==> config.mk <==
export PLATFORM = sky130hd
export DESIGN_NAME = ahb_master
export DESIGN_NICKNAME = d
export VERILOG_FILES = /design/src/hdl/ahb_master_pkg.sv /design/src/hdl/ahb_req_regs.sv /design/src/hdl/ahb_xfer_fsm.sv /design/src/hdl/ahb_data_fifo.sv /design/src/hdl/ahb_master.sv
export SDC_FILE = /design/constraint.sdc
export NUM_CORES = 1
export LEC_CHECK = 0
export ABC_CLOCK_PERIOD_IN_PS = 6100
export BUFFER_PORTS_ARGS = -buffer_cell sky130_fd_sc_hd__buf_2
export CAP_MARGIN = 5
export CORE_MARGIN = 2
export CORE_UTILIZATION = 43
export CTS_CLUSTER_DIAMETER = 50
export DETAILED_ROUTE_END_ITERATION = 10
export SYNTH_ARGS = -nofsm -noshare
export SYNTH_HDL_FRONTEND = slang
export SYNTH_SLANG_ARGS = --single-unit
==> constraint.sdc <==
create_clock -name i_clk -period 6.1 [get_ports i_clk]
set_input_delay 0.305 -clock i_clk [delete_from_list [all_inputs] [get_ports i_clk]]
set_output_delay 0.305 -clock i_clk [all_outputs]
set_load 0.1 [all_outputs]
==> src/hdl/ahb_master_pkg.sv <==
package ahb_master_pkg;

    ////////////////////////////////////////
    // Widths and sizes
    ////////////////////////////////////////
    localparam int ADDR_W     = 32;
    localparam int DATA_W     = 32;
    localparam int FIFO_DEPTH = 16;   // Also the longest burst
    localparam int CNT_W      = 5;
    localparam int BEAT_BYTES = 4;    // Word transfers only

    typedef logic [ADDR_W-1:0] addr_t;
    typedef logic [DATA_W-1:0] data_t;
    typedef logic [3:0]        beat_cnt_t;
    typedef logic [CNT_W-1:0]  fifo_cnt_t;

    ////////////////////////////////////////
    // Encodings
    ////////////////////////////////////////
    // Burst code on the request side
    typedef enum logic [1:0] {
        BURST_SINGLE = 2'd0,
        BURST_INCR4  = 2'd1,
        BURST_INCR8  = 2'd2,
        BURST_INCR16 = 2'd3
    } burst_code_e;

    typedef enum logic [1:0] {
        HTRANS_IDLE   = 2'b00,
        HTRANS_BUSY   = 2'b01,
        HTRANS_NONSEQ = 2'b10,
        HTRANS_SEQ    = 2'b11
    } htrans_e;

    typedef logic [2:0] hburst_t;

    localparam hburst_t HBURST_SINGLE = 3'b000;
    localparam hburst_t HBURST_INCR4  = 3'b011;
    localparam hburst_t HBURST_INCR8  = 3'b101;
    localparam hburst_t HBURST_INCR16 = 3'b111;

    localparam logic [2:0] HSIZE_WORD = 3'b010;

    ////////////////////////////////////////
    // Bundles
    ////////////////////////////////////////
    typedef struct packed {
        addr_t       addr;
        logic        write;    // High for a write
        burst_code_e burst;
    } ahb_req_t;

    typedef struct packed {
        addr_t      haddr;
        htrans_e    htrans;
        hburst_t    hburst;
        logic [2:0] hsize;
        logic       hwrite;
        logic       hmastlock;
    } ahb_addr_phase_t;

endpackage

==> src/hdl/ahb_req_regs.sv <==
module ahb_req_regs (
    input  logic                    i_clk,
    input  logic                    i_reset_n,
    input  logic                    i_start,
    input  ahb_master_pkg::ahb_req_t i_req,
    input  logic                    i_beat_adv,
    output ahb_master_pkg::addr_t   o_addr,
    output logic                    o_write,
    output ahb_master_pkg::hburst_t o_hburst,
    output logic                    o_last_beat
);
    import ahb_master_pkg::*;

    addr_t     addr_q;
    logic      write_q;
    hburst_t   hburst_q;
    beat_cnt_t beat_q;       // Index of the beat in address phase
    beat_cnt_t last_q;       // Index of the final beat
    hburst_t   hburst_map;
    beat_cnt_t last_map;

    // Burst code to bus encoding and final beat index
    always_comb begin
        case (i_req.burst)
            BURST_INCR4: begin
                hburst_map = HBURST_INCR4;
                last_map   = beat_cnt_t'(3);
            end
            BURST_INCR8: begin
                hburst_map = HBURST_INCR8;
                last_map   = beat_cnt_t'(7);
            end
            BURST_INCR16: begin
                hburst_map = HBURST_INCR16;
                last_map   = beat_cnt_t'(FIFO_DEPTH - 1);
            end
            default: begin
                hburst_map = HBURST_SINGLE;
                last_map   = '0;
            end
        endcase
    end

    always_ff @(posedge i_clk or negedge i_reset_n) begin
        if (!i_reset_n) begin
            write_q  <= 1'b0;
            hburst_q <= HBURST_SINGLE;
            beat_q   <= '0;
            last_q   <= '0;
        end else if (i_start) begin
            write_q  <= i_req.write;
            hburst_q <= hburst_map;
            beat_q   <= '0;
            last_q   <= last_map;
        end else if (i_beat_adv) begin
            beat_q <= beat_q + beat_cnt_t'(1);
        end
    end

    // Running address, fixed word step
    always_ff @(posedge i_clk) begin
        if (i_start) begin
            addr_q <= i_req.addr;
        end else if (i_beat_adv) begin
            addr_q <= addr_q + addr_t'(BEAT_BYTES);
        end
    end

    assign o_addr      = addr_q;
    assign o_write     = write_q;
    assign o_hburst    = hburst_q;
    assign o_last_beat = (beat_q == last_q);

endmodule

==> src/hdl/ahb_xfer_fsm.sv <==
module ahb_xfer_fsm (
    input  logic                      i_clk,
    input  logic                      i_reset_n,
    input  logic                      i_req_valid,
    input  logic                      i_write,
    input  logic                      i_last_beat,
    input  ahb_master_pkg::fifo_cnt_t i_wr_cnt,
    input  logic                      i_hready,
    input  logic                      i_hresp,
    output logic                      o_start,
    output logic                      o_beat_adv,
    output ahb_master_pkg::htrans_e   o_htrans,
    output logic                      o_hmastlock,
    output logic                      o_wr_pop,
    output logic                      o_rd_push,
    output logic                      o_busy,
    output logic                      o_err
);
    import ahb_master_pkg::*;

    // State is the kind of address phase on the bus
    typedef enum logic [2:0] {
        ST_IDLE,
        ST_NONSEQ,
        ST_BUSY,
        ST_SEQ,
        ST_LAST      // Final data phase, no address phase
    } xfer_state_e;

    xfer_state_e state_q, state_nxt;
    logic        busy_nxt;
    logic        dphase_q;     // A beat is in its data phase
    logic        addr_beat;    // NONSEQ or SEQ on the bus
    fifo_cnt_t   wr_need;
    logic        wr_ready;
    htrans_e     htrans_nxt;

    ////////////////////////////////////////
    // Strobes from the current cycle
    ////////////////////////////////////////
    assign addr_beat  = (state_q == ST_NONSEQ) || (state_q == ST_SEQ);
    assign o_start    = i_req_valid && !o_busy;
    assign o_beat_adv = addr_beat && i_hready && !i_last_beat;
    assign o_wr_pop   = dphase_q && i_hready && i_write;
    assign o_rd_push  = dphase_q && i_hready && !i_write;

    // Words left after this edge must cover the beat moving into data phase
    // and the one about to be issued
    assign wr_need  = fifo_cnt_t'(1) + fifo_cnt_t'(addr_beat) + fifo_cnt_t'(o_wr_pop);
    assign wr_ready = !i_write || (i_wr_cnt >= wr_need);

    ////////////////////////////////////////
    // Next state
    ////////////////////////////////////////
    always_comb begin
        state_nxt = state_q;
        busy_nxt  = o_busy;
        case (state_q)
            ST_IDLE: begin
                if (o_start) begin
                    busy_nxt = 1'b1;          // Request captured this edge
                end else if (o_busy && wr_ready) begin
                    state_nxt = ST_NONSEQ;
                end
            end
            ST_NONSEQ, ST_SEQ: begin
                if (i_hready) begin
                    if (i_last_beat) begin
                        state_nxt = ST_LAST;
                    end else if (wr_ready) begin
                        state_nxt = ST_SEQ;
                    end else begin
                        state_nxt = ST_BUSY;  // Write data not in yet
                    end
                end
            end
            ST_BUSY: begin
                if (i_hready && wr_ready) begin
                    state_nxt = ST_SEQ;
                end
            end
            default: begin
                if (i_hready) begin
                    state_nxt = ST_IDLE;
                    busy_nxt  = 1'b0;
                end
            end
        endcase
    end

    always_comb begin
        case (state_nxt)
            ST_NONSEQ: htrans_nxt = HTRANS_NONSEQ;
            ST_SEQ:    htrans_nxt = HTRANS_SEQ;
            ST_BUSY:   htrans_nxt = HTRANS_BUSY;
            default:   htrans_nxt = HTRANS_IDLE;
        endcase
    end

    always_ff @(posedge i_clk or negedge i_reset_n) begin
        if (!i_reset_n) begin
            state_q     <= ST_IDLE;
            dphase_q    <= 1'b0;
            o_htrans    <= HTRANS_IDLE;
            o_hmastlock <= 1'b0;
            o_busy      <= 1'b0;
            o_err       <= 1'b0;
        end else begin
            state_q     <= state_nxt;
            o_htrans    <= htrans_nxt;
            o_hmastlock <= (htrans_nxt != HTRANS_IDLE);  // Held across the burst
            o_busy      <= busy_nxt;
            o_err       <= dphase_q && i_hready && i_hresp;
            if (i_hready) begin
                dphase_q <= addr_beat;
            end
        end
    end

endmodule

==> src/hdl/ahb_data_fifo.sv <==
module ahb_data_fifo #(
    parameter int DEPTH = ahb_master_pkg::FIFO_DEPTH
) (
    input  logic                      i_clk,
    input  logic                      i_reset_n,
    input  logic                      i_push,
    input  ahb_master_pkg::data_t     i_data,
    input  logic                      i_pop,
    output ahb_master_pkg::data_t     o_data,
    output logic                      o_empty,
    output ahb_master_pkg::fifo_cnt_t o_count
);
    import ahb_master_pkg::*;

    typedef logic [$clog2(DEPTH)-1:0] ptr_t;

    data_t     mem [DEPTH];
    ptr_t      wr_ptr;
    ptr_t      rd_ptr;
    fifo_cnt_t cnt_q;
    logic      do_push;
    logic      do_pop;

    // Wraps at DEPTH, so odd depths work too
    function automatic ptr_t next_ptr(input ptr_t p);
        return (p == ptr_t'(DEPTH - 1)) ? '0 : p + ptr_t'(1);
    endfunction

    assign do_push = i_push && (cnt_q < fifo_cnt_t'(DEPTH));
    assign do_pop  = i_pop && !o_empty;

    always_ff @(posedge i_clk or negedge i_reset_n) begin
        if (!i_reset_n) begin
            wr_ptr <= '0;
            rd_ptr <= '0;
            cnt_q  <= '0;
        end else begin
            if (do_push) begin
                wr_ptr <= next_ptr(wr_ptr);
            end
            if (do_pop) begin
                rd_ptr <= next_ptr(rd_ptr);
            end
            case ({do_push, do_pop})
                2'b10:   cnt_q <= cnt_q + fifo_cnt_t'(1);
                2'b01:   cnt_q <= cnt_q - fifo_cnt_t'(1);
                default: cnt_q <= cnt_q;
            endcase
        end
    end

    always_ff @(posedge i_clk) begin
        if (do_push) begin
            mem[wr_ptr] <= i_data;
        end
    end

    assign o_data  = mem[rd_ptr];    // Head word, no read latency
    assign o_empty = (cnt_q == '0);
    assign o_count = cnt_q;

endmodule

==> src/hdl/ahb_master.sv <==
module ahb_master (
    input  logic                            i_clk,
    input  logic                            i_reset_n,
    // User side
    input  logic                            i_req_valid,
    input  ahb_master_pkg::ahb_req_t        i_req,
    input  logic                            i_wdata_valid,
    input  ahb_master_pkg::data_t           i_wdata,
    output logic                            o_rdata_valid,
    output ahb_master_pkg::data_t           o_rdata,
    output logic                            o_busy,
    output logic                            o_err,
    // AHB side
    output ahb_master_pkg::ahb_addr_phase_t o_ahb,
    output ahb_master_pkg::data_t           o_hwdata,
    input  ahb_master_pkg::data_t           i_hrdata,
    input  logic                            i_hready,
    input  logic                            i_hresp
);
    import ahb_master_pkg::*;

    logic      start;
    logic      beat_adv;
    addr_t     cur_addr;
    logic      req_write;
    hburst_t   req_hburst;
    logic      last_beat;
    htrans_e   htrans;
    logic      mastlock;
    logic      wr_pop;
    logic      rd_push;
    fifo_cnt_t wr_cnt;
    logic      rd_empty;

    ////////////////////////////////////////
    // Request and transfer control
    ////////////////////////////////////////
    ahb_req_regs u_req_regs (
        .i_clk       (i_clk),
        .i_reset_n   (i_reset_n),
        .i_start     (start),
        .i_req       (i_req),
        .i_beat_adv  (beat_adv),
        .o_addr      (cur_addr),
        .o_write     (req_write),
        .o_hburst    (req_hburst),
        .o_last_beat (last_beat)
    );

    ahb_xfer_fsm u_xfer_fsm (
        .i_clk       (i_clk),
        .i_reset_n   (i_reset_n),
        .i_req_valid (i_req_valid),
        .i_write     (req_write),
        .i_last_beat (last_beat),
        .i_wr_cnt    (wr_cnt),
        .i_hready    (i_hready),
        .i_hresp     (i_hresp),
        .o_start     (start),
        .o_beat_adv  (beat_adv),
        .o_htrans    (htrans),
        .o_hmastlock (mastlock),
        .o_wr_pop    (wr_pop),
        .o_rd_push   (rd_push),
        .o_busy      (o_busy),
        .o_err       (o_err)
    );

    ////////////////////////////////////////
    // Data buffers
    ////////////////////////////////////////
    ahb_data_fifo #(.DEPTH(FIFO_DEPTH)) u_wr_fifo (
        .i_clk     (i_clk),
        .i_reset_n (i_reset_n),
        .i_push    (i_wdata_valid),
        .i_data    (i_wdata),
        .i_pop     (wr_pop),
        .o_data    (o_hwdata),       // Head word drives the write data phase
        .o_empty   (),
        .o_count   (wr_cnt)
    );

    // Drained every cycle, the user takes read data as a strobe
    ahb_data_fifo #(.DEPTH(FIFO_DEPTH)) u_rd_fifo (
        .i_clk     (i_clk),
        .i_reset_n (i_reset_n),
        .i_push    (rd_push),
        .i_data    (i_hrdata),
        .i_pop     (!rd_empty),
        .o_data    (o_rdata),
        .o_empty   (rd_empty),
        .o_count   ()
    );

    assign o_rdata_valid = !rd_empty;

    assign o_ahb = '{
        haddr:     cur_addr,
        htrans:    htrans,
        hburst:    req_hburst,
        hsize:     HSIZE_WORD,
        hwrite:    req_write,
        hmastlock: mastlock
    };

endmodule

==> results of run 1 <==
==> logic make-up after synthesis <==
kind of cell / count (synthesis)
flops: 1100
mux: 304
compound gates: 365
buf+inv: 158
xor+xnor: 46
simple gates: 216
fa+ha+maj: 27
other cells: 2
==> Yosys cell counts (all sizes together), types with 2 or more instances <==
master / instances
a211oi: 55
a21o: 3
a21oi: 84
a221oi: 32
a22oi: 64
a31oi: 3
and2: 23
and3: 10
buf: 87
clkbuf: 38
conb: 2
dfrtp: 44
edfxtp: 1056
fa: 2
ha: 25
inv: 33
mux2: 15
mux2i: 97
mux4: 192
nand2: 58
nand2b: 2
nand3: 24
nand4: 14
nor2: 28
nor2b: 32
nor3: 10
nor3b: 3
nor4: 6
o21ai: 115
o22ai: 6
or2: 2
or3b: 2
xnor2: 20
xor2: 26
==> worst max-delay path, delay by kind of cell, from the launching register on <==
kind / cells / cell delay (ns)
flip-flops: 1 / 0.96
AO/OA/AOI/OAI: 2 / 0.38
AND/OR/NAND/NOR: 1 / 0.60
buffers and inverters: 3 / 1.30
==> flip-flops by register name, summed over array words and instances (netlist names) <==
register / flops
u_rd_fifo.mem: 512
u_rd_fifo.rd_ptr: 4
u_req_regs.beat_q: 4
u_req_regs.last_q: 3
u_rd_fifo.o_count: 5
u_xfer_fsm.o_htrans: 2
u_req_regs.o_write: 1
u_xfer_fsm.o_hmastlock: 1
u_wr_fifo.rd_ptr: 4
u_rd_fifo.wr_ptr: 4
u_req_regs.o_hburst: 1
u_wr_fifo.mem: 512
u_xfer_fsm.o_err: 1
u_xfer_fsm.state_q: 3
u_xfer_fsm.dphase_q: 1
u_req_regs.o_addr: 32
u_xfer_fsm.o_busy: 1
u_wr_fifo.wr_ptr: 4
u_wr_fifo.o_count: 5
==> per-stage QoR <==
| step | area [um^2] | power, uW | utilization (%) | cells | setup slack, ns |
|---|---|---|---|---|---|
| global placement | 46200 | 20460 | 46.07 | 3713 | 2.532 |
| floorplan | 43650 | 18350 | - | 2219 | 1.679 |
| CTS | 51120 | 27720 | 50.97 | 4038 | 1.758 |
| finish | 51120 | 27450 | 50.97 | 4040 | 1.818 |
| detailed placement | 46200 | 20590 | 46.07 | 3713 | 2.519 |
| global route | 51120 | 28550 | 50.97 | 4040 | 1.665 |
==> power breakdown <==
| part | internal (uW) | switching [uW] | total [uW] | leakage, uW |
|---|---|---|---|---|
| registers | 8940 | 695 | 9640 | 0.0100 |
| clock network | 4160 | 2900 | 7060 | 0.00189 |
| logic | 2920 | 7820 | 10700 | 0.00496 |
==> metal layers <==
| metal | vias up | global-route usage (%) | share of wire, % | wire length [um] |
|---|---|---|---|---|
| met1 | 11780 | 24.45 | 40 | 40150 |
| met4 | 8 | 6.916 | 3.0 | 3046 |
| met2 | 676 | 34.09 | 52 | 51860 |
| met3 | 187 | 3.246 | 5.5 | 5501 |
| li1 | 9822 | - | - | - |
| met5 | - | 0 | 0.043 | 43 |
==> final cells by class <==
cell class	instances	area, um^2	share of cell area [%]
flip-flops and latches	1100	32830	64.22
multi-input cells	961	10070	19.70
clock buffers	151	3139	6.141
repair buffers	366	2520	4.929
well taps	1357	1698	3.321
clock inverters	70	734.5	1.437
inverters	33	123.9	0.2423
diodes	2	5.005	0.009790
==> repair_timing <==
action,CTS,global route
setup endpoints to repair,0,0
hold buffers,104,0
endpoints found under the hold margin,1112,0
==> how the worst min path moves through the flow <==
stage	from	slack, ns	endpoint
4_1_cts	i_wdata_valid	0.12	u_wr_fifo.wr_ptr[2]
5_1_grt	i_wdata_valid	0.16	u_wr_fifo.wr_ptr[2]
3_3_place_gp	u_rd_fifo.o_count[1]	0.49	u_rd_fifo.o_count[1]
6_report	i_wdata_valid	0.16	u_wr_fifo.wr_ptr[2]
3_5_place_dp	u_req_regs.o_hburst[1]	0.49	u_req_regs.o_hburst[1]
2_1_floorplan	i_reset_n	0.009	u_rd_fifo.o_count[0]
==> results.ini, run 1 <==
[worst_setup_path]
critPathCaptureType = primary output
critPathLaunchType = flip-flop
crit_path_max_fanout = 31
critPathMaxStageDelay_ns = 0.96
cp_data_required_time_ns = 5.79
r2r-end = u_wr_fifo.o_count[4]
cp.arrival_ns = 3.98
path_cells = inv_1, nor2_2, buf_4, a22oi_1, o21ai_1, buf_2
worstReg2RegStart = u_req_regs.o_write
worstSetupEndpoint = o_hwdata[1]
r2r_slack_ns = 3.10
r2r_cells = 11
critPathKind = reg -> out
startpoint = u_wr_fifo.rd_ptr[3]
cp_slowest_cell = dfrtp_2

[yosys]
syn_inst = 2218
synth-xor-area-share_pct = 0.9231
ys_ff_latch = 1100
yosys.area.top_type = edfxtp_1
synth_edf_count = 1056
ys_warn_count = 0
synth-adder-area-share_pct = 0.8084
yosys.area.top_type_share_pct = 72.65
synth_compound_area_share_pct = 5.891
netlist_top_cells_area = edfxtp_1 73%, mux4_2 9.9%, dfrtp_1 2.5%, mux2i_1 2.2%, a22oi_1 1.1%
synth.cell_area_um2 = 43650
netlist-cell-type-count = 54
ys_seq_area_share_pct = 75.17
async_flop_share_pct = 4.000
ys_dominant_reg_cell = edfxtp_1
synth_simple_gate_area_share_pct = 2.634
syn_avg_cell_area_um2 = 19.68
synth.area.mux_share_pct = 12.52
synth_top_family_by_area = multiplexers

[global_route]
track_usage_pct = 19.47
grt-ovfl-total = 0
grt_max_degree = 116
grt_pass1_vias = 23780
antenna_found_initial = 6
grt_pass1_wl_um = 149900

[floorplanning]
core_region_area_um2 = 100300
die-area_um2 = 104100
die_h_um = 322.6
ioPinCount = 214
start_util_pct = 43.52
die_w_um = 322.6
num_rows = 116

[cts]
cts.path.max_buffers = 3
insertion_delay_ns = 0.69
cts_tree = built
cts_setup_buffers = 0
cts_resized = 0
htreeDepth = 3
cts_buffers = 119
root_buffer = clkbuf_16
clk_pin_slew_ns = 0.06
cts_sinks = 1100

[final_layout]
layout.nets = 2713
final_common_cell = edfxtp_1
final_cell_mix = 1,056 x edfxtp_1, 210 x buf_2, 192 x mux4_2
fill_cells = 8053
drive_above_1_share_pct = 27.90
syn_to_final_growth_pct = 17.13

[sta]
rsz0062_at_grt = false
timing.hold.ws_ns = 0.1634
slew_viol_final = 0
finalCritPeriodShare_pct = 70.20
final.setup.tns_ns = 0
min_period_ns = 4.282
max_freq_mhz = 233.5
setup_viol = 0
finalHoldViolations = 0
tightest_slew_ns = 1.175
worst_clock_skew_ns = 0.01551
slew_headroom_pct = 21.69

[placement]
place_hpwl_um = 53670
io_buffers = 210
gp_congestion = 0.7804

[route]
viasPerCell = 5.562
drcViolationCount = 0
dr.pass1.iters = 4
routed_wl_um = 100600
wl_per_cell_um = 24.90
postRouteAntennaNets = 0
vias = 22470
drt_iter0_drc = 1798

[pwr]
power_density_nw_per_um2 = 536.9
ir_worst_vdd_v = 0.0006292
leakage_uw = 0.01690

[status]
status = complete, no violations

[run]
drv_cap = 0

[min_path]
min_path_cells = 4
hp-class = in -> reg

Power figures use the tool's default switching activity.
==> run 2, diff against run 1 <==
- ABC_CLOCK_PERIOD_IN_PS: 6100 -> 4450
- clock period: 6.1 -> 4.45 ns (I/O delays scaled with it)
==> results.ini, run 2 (synthesized netlist as in run 1, its figures left out) <==
[status]
status = complete, no violations

[global_route]
track_usage_pct = 19.24
grt_pass1_wl_um = 148800
antenna_found_initial = 4
grt_max_degree = 62
grt_pass1_vias = 23440
grt-ovfl-total = 0

[route]
routed_wl_um = 99840
drt_iter0_drc = 1938
viasPerCell = 5.541
postRouteAntennaNets = 0
vias = 22390
drcViolationCount = 0
wl_per_cell_um = 24.71
dr.pass1.iters = 5

[pwr]
power_density_nw_per_um2 = 732.7
ir_worst_vdd_v = 0.0007978
leakage_uw = 0.01688

[sta]
slew_viol_final = 0
worst_clock_skew_ns = 0.02593
setup_viol = 0
finalHoldViolations = 0
max_freq_mhz = 257.9
final.setup.tns_ns = 0
rsz0062_at_grt = false
finalCritPeriodShare_pct = 87.12
slew_headroom_pct = 22.52
tightest_slew_ns = 1.162
min_period_ns = 3.877

[worst_setup_path]
crit_path_max_fanout = 36
critPathCaptureType = primary output
path_buf_inv = 2
critPathKind = reg -> out
cp_slowest_cell = dfrtp_2
path_cells = buf_4, o21ai_0, a21oi_1, a21oi_1, o21ai_1, buf_2
critPathLaunchType = flip-flop
cp_common_cell = a21oi_1
cp_top_family = buffers and inverters
cp.arrival_ns = 3.65
critPathMaxStageDelay_ns = 1.05
cp_data_required_time_ns = 4.23

[floorplanning]
num_rows = 116
core_region_area_um2 = 100300
die-area_um2 = 104100
die_h_um = 322.6
ioPinCount = 214
die_w_um = 322.6
start_util_pct = 43.52

[final_layout]
syn_to_final_growth_pct = 17.10
fill_cells = 7963
final_cell_mix = 1,056 x edfxtp_1, 210 x buf_2, 192 x mux4_2
drive_above_1_share_pct = 27.78
final_common_cell = edfxtp_1
postLayoutCellArea_um2 = 51110
layout.nets = 2715
fin_util_pct = 50.96

[min_path]
hp-class = in -> reg

[cts]
insertion_delay_ns = 0.70
cts.path.max_buffers = 3
htreeDepth = 3
clk_pin_slew_ns = 0.06
cts_resized = 0
cts_sinks = 1100
cts_buffers = 118
root_buffer = clkbuf_16
cts_tree = built

[run]
drv_cap = 0

[placement]
placed_cell_area_um2 = 46240
gp_congestion = 0.7871
io_buffers = 210
place_hpwl_um = 53940

==> run 2: power by group <==
group          internal (uW)  switching, uW
registers              12300            861
clock network           5520           4020
logic                   4040          10800
==> run 2: repair_timing <==
action | CTS | global route
endpoints found under the setup margin | 0 | 0
hold endpoints to repair | 1115 | 0
hold buffers | 105 | 0
buffers inserted | 0 | 0
==> run 2: metrics by stage <==
stage                     cells  hold slack [ns]  setup slack, ns  power [uW]
after floorplan            2219         -0.07309          0.02888       25150
after global placement     3715           0.3543            1.221       27990
after detailed placement   3715           0.3780            1.274       28200
after CTS                  4039          0.02503           0.4979       37830
after global routing       4041          0.08067           0.3151       38960
final                      4041          0.07496           0.5731       37450
==> run 2: routing by layer <==
| metal | routed length [um] | global-route usage, % | up-vias |
|---|---|---|---|
| met5 | 28 | 0 | - |
| met4 | 3186 | 6.407 | 4 |
| met3 | 4594 | 3.139 | 203 |
| met2 | 50710 | 33.20 | 599 |
| met1 | 41320 | 24.81 | 11740 |
| li1 | - | - | 9851 |
==> run 2: worst paths after layout <==
kind / start / end / slack (ns) / cells past startpoint
max in group asynchronous: i_reset_n / u_rd_fifo.rd_ptr[1] / 3.75 / 3
worst min-delay path: i_wdata_valid / u_wr_fifo.wr_ptr[2] / 0.07 / 4
worst min register to register: u_req_regs.o_hburst[1] / u_req_regs.o_hburst[1] / 0.50 / 1
min in group asynchronous: i_reset_n / u_xfer_fsm.o_busy / 0.17 / 3
worst max-delay path: u_wr_fifo.rd_ptr[3] / o_hwdata[5] / 0.57 / 6
worst max register to register: u_wr_fifo.o_count[4] / u_wr_fifo.mem[9][11] / 1.54 / 5
==> run 2: final cells by class <==
cell class | instances | area [um^2] | area share [%]
inverter | 33 | 123.9 | 0.2424
sequential | 1100 | 32830 | 64.23
antenna | 2 | 5.005 | 0.009792
timing repair buffer | 369 | 2570 | 5.028
multi-input combinational | 961 | 10070 | 19.71
tap | 1357 | 1698 | 3.322
clock buffer | 142 | 3073 | 6.012
clock inverter | 77 | 740.7 | 1.449
==> run 2: worst min-delay path: stages <==
cell,delay [ns]
buf_2,0.13
nor2b_1,0.21
nand2_1,0.11
xnor2_1,0.06
